$ cat src/source/md_pkg.sv
package md_pkg;

	// Home cell sizes
	localparam int NUM_PIPELINES = 4;
	localparam int NUM_SLOTS = 16;

	// Signed fixed point, one component
	localparam int COORD_WIDTH = 16;

	// Time step as a right shift, shared by the velocity and position update
	localparam int DT_SHIFT = 2;

	typedef logic [$clog2(NUM_SLOTS)-1:0] slot_addr_t;
	typedef logic [$clog2(NUM_PIPELINES)-1:0] pipe_idx_t;
	typedef logic [NUM_PIPELINES-1:0] pipe_mask_t;
	typedef logic signed [COORD_WIDTH-1:0] coord_t;

	// Used for force, velocity and position alike
	typedef struct packed {
		coord_t x;
		coord_t y;
		coord_t z;
	} vec3_t;

	// One partial force for one particle slot
	typedef struct packed {
		slot_addr_t slot;
		vec3_t force_vec;
	} force_rec_t;

	typedef enum logic [1:0] {
		MU_IDLE,
		MU_READ,
		MU_WRITE,
		MU_DONE
	} mu_state_e;

endpackage
$ cat src/source/state_cache_if.sv
`timescale 1ns/1ps

interface state_cache_if
	import md_pkg::*;
();

	// Registered read, data one cycle after the address
	slot_addr_t rd_addr;
	vec3_t rd_pos;
	vec3_t rd_vel;

	// Write back of the integrated state
	logic wr_en;
	slot_addr_t wr_addr;
	vec3_t wr_pos;
	vec3_t wr_vel;

	modport updater (
		output rd_addr, output wr_en, output wr_addr, output wr_pos, output wr_vel,
		input rd_pos, input rd_vel
	);

	modport cache (
		input rd_addr, input wr_en, input wr_addr, input wr_pos, input wr_vel,
		output rd_pos, output rd_vel
	);

endinterface

$ cat src/source/force_cache_if.sv
`timescale 1ns/1ps

interface force_cache_if
	import md_pkg::*;
();

	// Accumulate port, one record per cycle from the arbiter
	logic wr_valid;
	slot_addr_t wr_addr;
	vec3_t wr_force;

	// Read and clear port for the motion update
	logic rd_en;
	slot_addr_t rd_addr;
	// Valid one cycle after rd_en
	vec3_t rd_force;

	modport arbiter (output wr_valid, output wr_addr, output wr_force);

	modport updater (output rd_en, output rd_addr, input rd_force);

	modport cache (
		input wr_valid, input wr_addr, input wr_force,
		input rd_en, input rd_addr, output rd_force
	);

endinterface

$ cat src/source/md_cell_top.sv
`timescale 1ns/1ps

module md_cell_top
	import md_pkg::*;
(
	input logic clk,
	input logic rst,
	// Force records from the pipelines
	input pipe_mask_t force_valid,
	input force_rec_t force_rec [NUM_PIPELINES],
	output pipe_mask_t write_success,
	// Step control
	input pipe_mask_t home_cell_done,
	input pipe_mask_t local_mu_start,
	output logic all_done_reading,
	output logic motion_update_done,
	// Outside position read
	input logic pos_rd_en,
	input slot_addr_t pos_rd_addr,
	output vec3_t pos_rd_data,
	output logic pos_rd_valid
);

	logic mu_start;
	logic mu_busy;

	force_cache_if u_fc_if ();
	state_cache_if u_sc_if ();

	force_writeback_arbiter u_arbiter (
		.clk(clk),
		.rst(rst),
		.force_valid(force_valid),
		.force_rec(force_rec),
		.write_success(write_success),
		.mu_busy(mu_busy),
		.fc(u_fc_if.arbiter)
	);

	force_cache u_force_cache (
		.clk(clk),
		.rst(rst),
		.fc(u_fc_if.cache)
	);

	particle_state_cache u_state_cache (
		.clk(clk),
		.rst(rst),
		.sc(u_sc_if.cache),
		.pos_rd_en(pos_rd_en),
		.pos_rd_addr(pos_rd_addr),
		.pos_rd_data(pos_rd_data),
		.pos_rd_valid(pos_rd_valid)
	);

	step_sync u_step_sync (
		.clk(clk),
		.rst(rst),
		.home_cell_done(home_cell_done),
		.local_mu_start(local_mu_start),
		.all_done_reading(all_done_reading),
		.mu_start(mu_start)
	);

	motion_update u_motion_update (
		.clk(clk),
		.rst(rst),
		.mu_start(mu_start),
		.mu_busy(mu_busy),
		.motion_update_done(motion_update_done),
		.fc(u_fc_if.updater),
		.sc(u_sc_if.updater)
	);

endmodule

$ cat src/source/motion_update.sv
`timescale 1ns/1ps

module motion_update
	import md_pkg::*;
(
	input logic clk,
	input logic rst,
	input logic mu_start,
	output logic mu_busy,
	output logic motion_update_done,
	force_cache_if.updater fc,
	state_cache_if.updater sc
);

	mu_state_e state;
	slot_addr_t slot;
	vec3_t force_dt;
	vec3_t new_vel;
	vec3_t vel_dt;
	vec3_t new_pos;

	// Two cycles per slot, read then write, slots in order
	always_ff @(posedge clk)
	begin
		if (rst)
		begin
			state <= MU_IDLE;
			slot <= '0;
		end
		else
		begin
			case (state)
				MU_IDLE, MU_DONE:
				begin
					if (mu_start)
					begin
						state <= MU_READ;
						slot <= '0;
					end
				end
				MU_READ:
				begin
					state <= MU_WRITE;
				end
				MU_WRITE:
				begin
					if (slot == slot_addr_t'(NUM_SLOTS - 1))
						state <= MU_DONE;
					else
					begin
						state <= MU_READ;
						slot <= slot + 1'b1;
					end
				end
				default:
				begin
					state <= MU_IDLE;
				end
			endcase
		end
	end

	// Velocity first, position then uses the new velocity
	// Arithmetic shift keeps the sign, sums wrap at 16 bits
	always_comb
	begin
		force_dt.x = fc.rd_force.x >>> DT_SHIFT;
		force_dt.y = fc.rd_force.y >>> DT_SHIFT;
		force_dt.z = fc.rd_force.z >>> DT_SHIFT;
		new_vel.x = sc.rd_vel.x + force_dt.x;
		new_vel.y = sc.rd_vel.y + force_dt.y;
		new_vel.z = sc.rd_vel.z + force_dt.z;
		vel_dt.x = new_vel.x >>> DT_SHIFT;
		vel_dt.y = new_vel.y >>> DT_SHIFT;
		vel_dt.z = new_vel.z >>> DT_SHIFT;
		new_pos.x = sc.rd_pos.x + vel_dt.x;
		new_pos.y = sc.rd_pos.y + vel_dt.y;
		new_pos.z = sc.rd_pos.z + vel_dt.z;
	end

	assign mu_busy = (state == MU_READ) || (state == MU_WRITE);
	// Held until the next start
	assign motion_update_done = (state == MU_DONE);

	// Force read also clears the slot
	assign fc.rd_en = (state == MU_READ);
	assign fc.rd_addr = slot;
	assign sc.rd_addr = slot;

	// Cache data from the read cycle is on hand in the write cycle
	assign sc.wr_en = (state == MU_WRITE);
	assign sc.wr_addr = slot;
	assign sc.wr_pos = new_pos;
	assign sc.wr_vel = new_vel;

	// Step sync must not restart a running update
	a_no_start_when_busy: assert property (@(posedge clk) disable iff (rst)
		mu_start |-> !mu_busy)
		else $error("motion update start while the update is running");

endmodule

$ cat src/source/step_sync.sv
`timescale 1ns/1ps

module step_sync
	import md_pkg::*;
(
	input logic clk,
	input logic rst,
	input pipe_mask_t home_cell_done,
	input pipe_mask_t local_mu_start,
	output logic all_done_reading,
	output logic mu_start
);

	// One bit per pipeline, set by its start pulse
	pipe_mask_t history;

	// Every pipeline has finished reading the home cell
	assign all_done_reading = &home_cell_done;

	// Fires in the cycle the last history bit is seen set
	assign mu_start = &history;

	always_ff @(posedge clk)
	begin
		if (rst)
		begin
			history <= '0;
		end
		else if (mu_start)
		begin
			// Clear first so the start stays a single cycle
			history <= '0;
		end
		else
		begin
			// Pulses may arrive in any order and spread out
			history <= history | local_mu_start;
		end
	end

endmodule

$ cat src/source/particle_state_cache.sv
`timescale 1ns/1ps

module particle_state_cache
	import md_pkg::*;
(
	input logic clk,
	input logic rst,
	state_cache_if.cache sc,
	input logic pos_rd_en,
	input slot_addr_t pos_rd_addr,
	output vec3_t pos_rd_data,
	output logic pos_rd_valid
);

	vec3_t pos_mem [NUM_SLOTS];
	vec3_t vel_mem [NUM_SLOTS];

	// Storage, single write port from the updater
	always_ff @(posedge clk)
	begin
		if (rst)
		begin
			for (int i = 0; i < NUM_SLOTS; i++)
			begin
				pos_mem[i] <= '0;
				vel_mem[i] <= '0;
			end
		end
		else if (sc.wr_en)
		begin
			pos_mem[sc.wr_addr] <= sc.wr_pos;
			vel_mem[sc.wr_addr] <= sc.wr_vel;
		end
	end

	// Updater read port, always reading
	// Returns the old value on a same-cycle write
	always_ff @(posedge clk)
	begin
		sc.rd_pos <= pos_mem[sc.rd_addr];
		sc.rd_vel <= vel_mem[sc.rd_addr];
	end

	// Outside position read, usable at any time
	always_ff @(posedge clk)
	begin
		if (rst)
			pos_rd_valid <= 1'b0;
		else
			pos_rd_valid <= pos_rd_en;
		if (pos_rd_en)
			pos_rd_data <= pos_mem[pos_rd_addr];
	end

endmodule

$ cat src/source/force_cache.sv
`timescale 1ns/1ps

module force_cache
	import md_pkg::*;
(
	input logic clk,
	input logic rst,
	force_cache_if.cache fc
);

	vec3_t mem [NUM_SLOTS];
	vec3_t sum;

	// Component-wise accumulate, wraps at the coordinate width
	always_comb
	begin
		sum.x = mem[fc.wr_addr].x + fc.wr_force.x;
		sum.y = mem[fc.wr_addr].y + fc.wr_force.y;
		sum.z = mem[fc.wr_addr].z + fc.wr_force.z;
	end

	always_ff @(posedge clk)
	begin
		if (rst)
		begin
			for (int i = 0; i < NUM_SLOTS; i++)
			begin
				mem[i] <= '0;
			end
		end
		else
		begin
			// Clear on read, so the next step starts from zero
			if (fc.rd_en)
			begin
				mem[fc.rd_addr] <= '0;
			end
			// Write comes second and wins on a shared slot
			if (fc.wr_valid)
			begin
				mem[fc.wr_addr] <= sum;
			end
		end
	end

	// Registered read data for the updater
	always_ff @(posedge clk)
	begin
		if (fc.rd_en)
		begin
			fc.rd_force <= mem[fc.rd_addr];
		end
	end

	// Arbiter and motion update never touch one slot together
	a_no_rd_wr_clash: assert property (@(posedge clk) disable iff (rst)
		(fc.rd_en && fc.wr_valid) |-> (fc.rd_addr != fc.wr_addr))
		else $error("force cache read and write hit the same slot");

endmodule

$ cat src/source/force_writeback_arbiter.sv
`timescale 1ns/1ps

module force_writeback_arbiter
	import md_pkg::*;
(
	input logic clk,
	input logic rst,
	input pipe_mask_t force_valid,
	input force_rec_t force_rec [NUM_PIPELINES],
	output pipe_mask_t write_success,
	input logic mu_busy,
	force_cache_if.arbiter fc
);

	pipe_idx_t last_grant;
	pipe_idx_t grant_idx;
	pipe_idx_t cand;
	pipe_mask_t eligible;
	logic grant_any;

	// A pipeline seeing its success this cycle still holds valid, so skip it
	// Nothing is taken while the slots are being integrated
	always_comb
	begin
		eligible = force_valid & ~write_success & {NUM_PIPELINES{~mu_busy}};
		grant_any = 1'b0;
		grant_idx = last_grant;
		cand = last_grant;
		// Search starts one past the last winner, the winner itself comes last
		for (int k = 1; k <= NUM_PIPELINES; k++)
		begin
			cand = last_grant + pipe_idx_t'(k);
			if (!grant_any && eligible[cand])
			begin
				grant_any = 1'b1;
				grant_idx = cand;
			end
		end
	end

	// Success pulse and cache write land in the same cycle
	always_ff @(posedge clk)
	begin
		if (rst)
		begin
			write_success <= '0;
			fc.wr_valid <= 1'b0;
			// Pipeline 0 has first priority after reset
			last_grant <= pipe_idx_t'(NUM_PIPELINES - 1);
		end
		else
		begin
			write_success <= '0;
			fc.wr_valid <= grant_any;
			if (grant_any)
			begin
				write_success[grant_idx] <= 1'b1;
				last_grant <= grant_idx;
			end
		end
	end

	// Winner's record
	always_ff @(posedge clk)
	begin
		if (grant_any)
		begin
			fc.wr_addr <= force_rec[grant_idx].slot;
			fc.wr_force <= force_rec[grant_idx].force_vec;
		end
	end

	// Pipelines must be drained before the motion update starts
	a_no_force_during_mu: assert property (@(posedge clk) disable iff (rst)
		mu_busy |-> !(|force_valid))
		else $error("force record presented while motion update is running");

endmodule

$ cat config.mk
export PLATFORM = sky130hd
export DESIGN_NAME = md_cell_top
export DESIGN_NICKNAME = d
export VERILOG_FILES = /design/src/source/md_pkg.sv /design/src/source/state_cache_if.sv /design/src/source/force_cache_if.sv /design/src/source/md_cell_top.sv /design/src/source/motion_update.sv /design/src/source/step_sync.sv /design/src/source/particle_state_cache.sv /design/src/source/force_cache.sv /design/src/source/force_writeback_arbiter.sv
export SDC_FILE = /design/constraint.sdc
export NUM_CORES = 2
export LEC_CHECK = 0
export BUFFER_PORTS_ARGS = -buffer_cell sky130_fd_sc_hd__clkbuf_2
export CELL_PAD_IN_SITES_DETAIL_PLACEMENT = 1
export CELL_PAD_IN_SITES_GLOBAL_PLACEMENT = 1
export CORE_MARGIN = 5
export CORE_UTILIZATION = 46
export CTS_CLUSTER_SIZE = 20
export DETAILED_ROUTE_END_ITERATION = 8
export PLACE_DENSITY = 0.67
export RECOVER_POWER = 100
export SYNTH_ARGS = -nofsm -noshare
export SYNTH_HDL_FRONTEND = slang
export SYNTH_SLANG_ARGS = --single-unit
$ cat constraint.sdc
create_clock -name clk -period 5.38 [get_ports clk]
set_clock_uncertainty 0.05 [all_clocks]
set_input_delay 0.269 -clock clk [delete_from_list [all_inputs] [get_ports clk]]
set_output_delay 0.269 -clock clk [all_outputs]
set_load 0.005 [all_outputs]
==> results.md <==
* Clk Latency, worst-skew pair at 980 ps
* Area leader, netlist: edfxtp_1
* CP arrival at 6030 ps
* Share of the synthesized area in the top cell type at 0.593
* R2R depth at 7
* Clk buf depth at 4
* All-Layer GR Usage at 0.303
* Share of total power in the clock network at 0.284
* Placer Congestion at 0.827
* Int Power at 43600 µW
* Seq cells post-synth at 2564
* Row count at 190
* Crit path launch type: register
* Pin count of the biggest net entering global routing at 149
* Switch Pwr at 26500 µW
* Die Y at 529 µm
* DRC Markers at 0
* Setup Viol. Count Final at 13
* Outcome: finished with violations
* RSZ-0062 raised after global routing: no
* Average wire per standard cell at 34.9 µm
* Type of the worst setup path: register to register
* Antenna-violating nets left at 0
* Initial drt markers at 10200
* Fmax achieved at 0.185 GHz
* Ys flop type: edfxtp_1
* Mapped Nets at 8534
* First-pass GRT wire length at 611000 µm
* Register area share after synthesis at 0.612
* Pwr Total at 70100 µW
* Syn avg cell area at 15.2 µm²
* Compound-Gate Fraction of Synth Area at 0.0262
* Failing checks: capacitance limit, slew limit, setup timing
* Initial Util at 0.462
* Vias in the first global route at 84500
* Post-DP Area at 130000 µm²
* CTS H-tree lvls at 5
* Number of synthesized flops with an enable pin at 2446
* Final WL at 427000 µm
* Fin crit period at 5410 ps
* Core Region at 268000 µm²
* Ys async rst share at 0
* HP Class: primary input to register
* Cells after Synth at 8155
* Post-Synthesis Cell Area at 124000 µm²
* I/O pin count at 282
* Hold Crit Depth at 5
* Seq pwr share at 0.354
* Synth Area in XOR/XNOR at 0.00889
* Chip width at 529 µm
* Gr ovfl total at 0
* Die area at 280000 µm²
* Clk root buf: clkbuf_16
* Rel. slew slack at -1.92
* Share of cells above drive strength 1 at 0.253
* Area of the multi-input gates at 45100 µm²
* Vias at 80500
* Net Sw Frac at 0.378
* CTS tree: yes
* Port Buf Inserts at 281
* Syn-to-layout area delta at 13.2%
* Final Hold Fails at 0
* PnR worst setup slack at -31.7 ps
* Vias per inst at 6.58
* Syn. warnings at 0
* Worst-path fanout max at 34
* VDD IR max at 0.000540 V
* Clock tree sinks at 2564
* Largest family of logic cells by synthesized area: multiplexers
* Synth Area in Simple Gates at 0.0960
* Post-route cell area at 140000 µm²
* Initial antenna violation count at 19
* CTS Buf Count at 301
* FILL cells at 25300
* Synth Area in Adders at 0.0159
* Final worst-path cycle share at 1.01
* Leakage at 0.0496 µW
* 1st-pass router iterations at 5
* Ranking of synthesized cells by area: edfxtp_1 (59%), mux4_2 (21%), nor2_1 (6.3%), dfxtp_1 (1.9%), clkbuf_1 (1.7%)
* FF+latch area at 75800 µm²
* Final Net Count at 8848
* Max-slew violation count at 1662
* Pwr/cell area at 501 nW/µm²
* Mux cell area share after synthesis at 0.215
* Reg clk slew, reported paths at 60 ps
* Comb power frac at 0.362
* CP required at 6000 ps
* Slew @ Worst Pin at 4370 ps
* Library cells used by synthesis at 79
* Final HPWL DP at 238000 µm
* Crit. End Element: register
* # Max-Cap Violations at 30
==> cells in the final DEF (no fill, tap or decap), types with 124 or more instances in the layout <==
cell type / count
clkbuf_16: 302
buf_4: 140
clkbuf_1: 182
ha_1: 143
nand2_1: 187
edfxtp_1: 2446
mux4_2: 1170
dlygate4sd3_1: 124
nor2_1: 2089
clkbuf_2: 304
==> synth_stat cells, drive strengths merged, types with 43 or more instances <==
master and number:
edfxtp 2446, nor2 2090, mux4 1170, clkbuf 564, nand2 225, and2 206, buf 157, ha 143
a21oi 118, dfxtp 118, inv 110, nor3 98, xnor2 65, o21ai 63, a211oi 60, a31oi 56
and3 55, xor2 49, a21o 46, o211ai 43
==> cell families (layout without fill, tap and decap cells) <==
family                     Yosys count  after routing
buffers and inverters              831           1355
xor gates and xnor gates           115            115
adders and majority gates          152            152
other                                0              5
muxes                             1191           1191
AOI/OAI and AO/OA                  469            469
and+or+nand+nor                   2833           2833
DFF                               2564           2564
==> power by group through the flow <==
stage               registers [µW]  logic (µW)  clock network, µW
finish                       24800       25400              19900
floorplan                    24500       16700                  0
CTS                          24800       26000              20100
global route                 24900       27300              21000
global placement             25100       24600                  0
detailed placement           25200       25200                  0
==> final timing paths <==
| check | start | end | slack (ps) |
|---|---|---|---|
| min reg2reg | u_step_sync.history[1] | u_step_sync.history[1] | 410 |
| min | force_valid[1] | u_arbiter.write_success[3] | 60 |
| max | u_motion_update.fc.rd_addr[1] | u_state_cache.pos_mem[1][44] | -30 |
| max reg2reg | u_motion_update.fc.rd_addr[1] | u_state_cache.pos_mem[1][44] | -30 |
==> critical path, cell delays in order, from the launching register on <==
cell,delay (ps)
dfxtp_1,1630
inv_1,260
ha_1,370
buf_4,270
nand3_4,390
clkbuf_2,900
clkbuf_2,1050
nor2_1,150
==> per-stage QoR <==
stage               hold WS (ps)  instances   util  TNS [ps]  setup slack (ps)
floorplan                    329       8155      -         0               446
global placement             387      11600  0.487         0               157
detailed placement           410      11600  0.487      -311             -37.8
CTS                         10.4      12200  0.526         0              41.8
global route                 117      12200  0.523         0              11.5
finish                      60.0      12200  0.523      -148             -31.7
==> what timing repair did <==
item | CTS | global route
setup endpoints to repair | 32 | 70
hold buffers | 124 | 0
buffers inserted | 0 | 1
gates resized for setup | 1 | 6
hold endpoints to repair | 117 | 0
pin swaps | 0 | 1
==> per-layer routing <==
metal  global-route usage  up-vias  share of wire
met2                0.499     4663           0.49
met3               0.0535      914          0.092
met4                0.100       10          0.037
li1                     -    31800              -
met5                    0        -        0.00014
met1                0.411    43100           0.39
==> area by class of cell <==
type | count | area share
flip-flops and latches | 2564 | 0.541
clock inverters | 111 | 0.00830
inverters | 110 | 0.00295
diodes | 5 | 0.0000893
repair buffers | 732 | 0.0354
clock buffers | 402 | 0.0582
multi-input cells | 4760 | 0.322
well taps | 3552 | 0.0317
==> state kept, by name, indices dropped and copies added (netlist names), named ones only <==
name	count
u_force_cache.mem	768
u_state_cache.pos_mem	768
u_state_cache.vel_mem	768
u_arbiter.fc.wr_force	48
u_state_cache.pos_rd_data	48
u_state_cache.sc.rd_pos	48
u_state_cache.sc.rd_vel	48
u_force_cache.fc.rd_force	42
u_arbiter.fc.wr_addr	4
u_arbiter.write_success	4
u_motion_update.fc.rd_addr	4
u_step_sync.history	4
u_arbiter.last_grant	2
u_motion_update.state	2
u_arbiter.fc.wr_valid	1
u_state_cache.pos_rd_valid	1
Note: power is estimated with default switching activity, not from simulation.
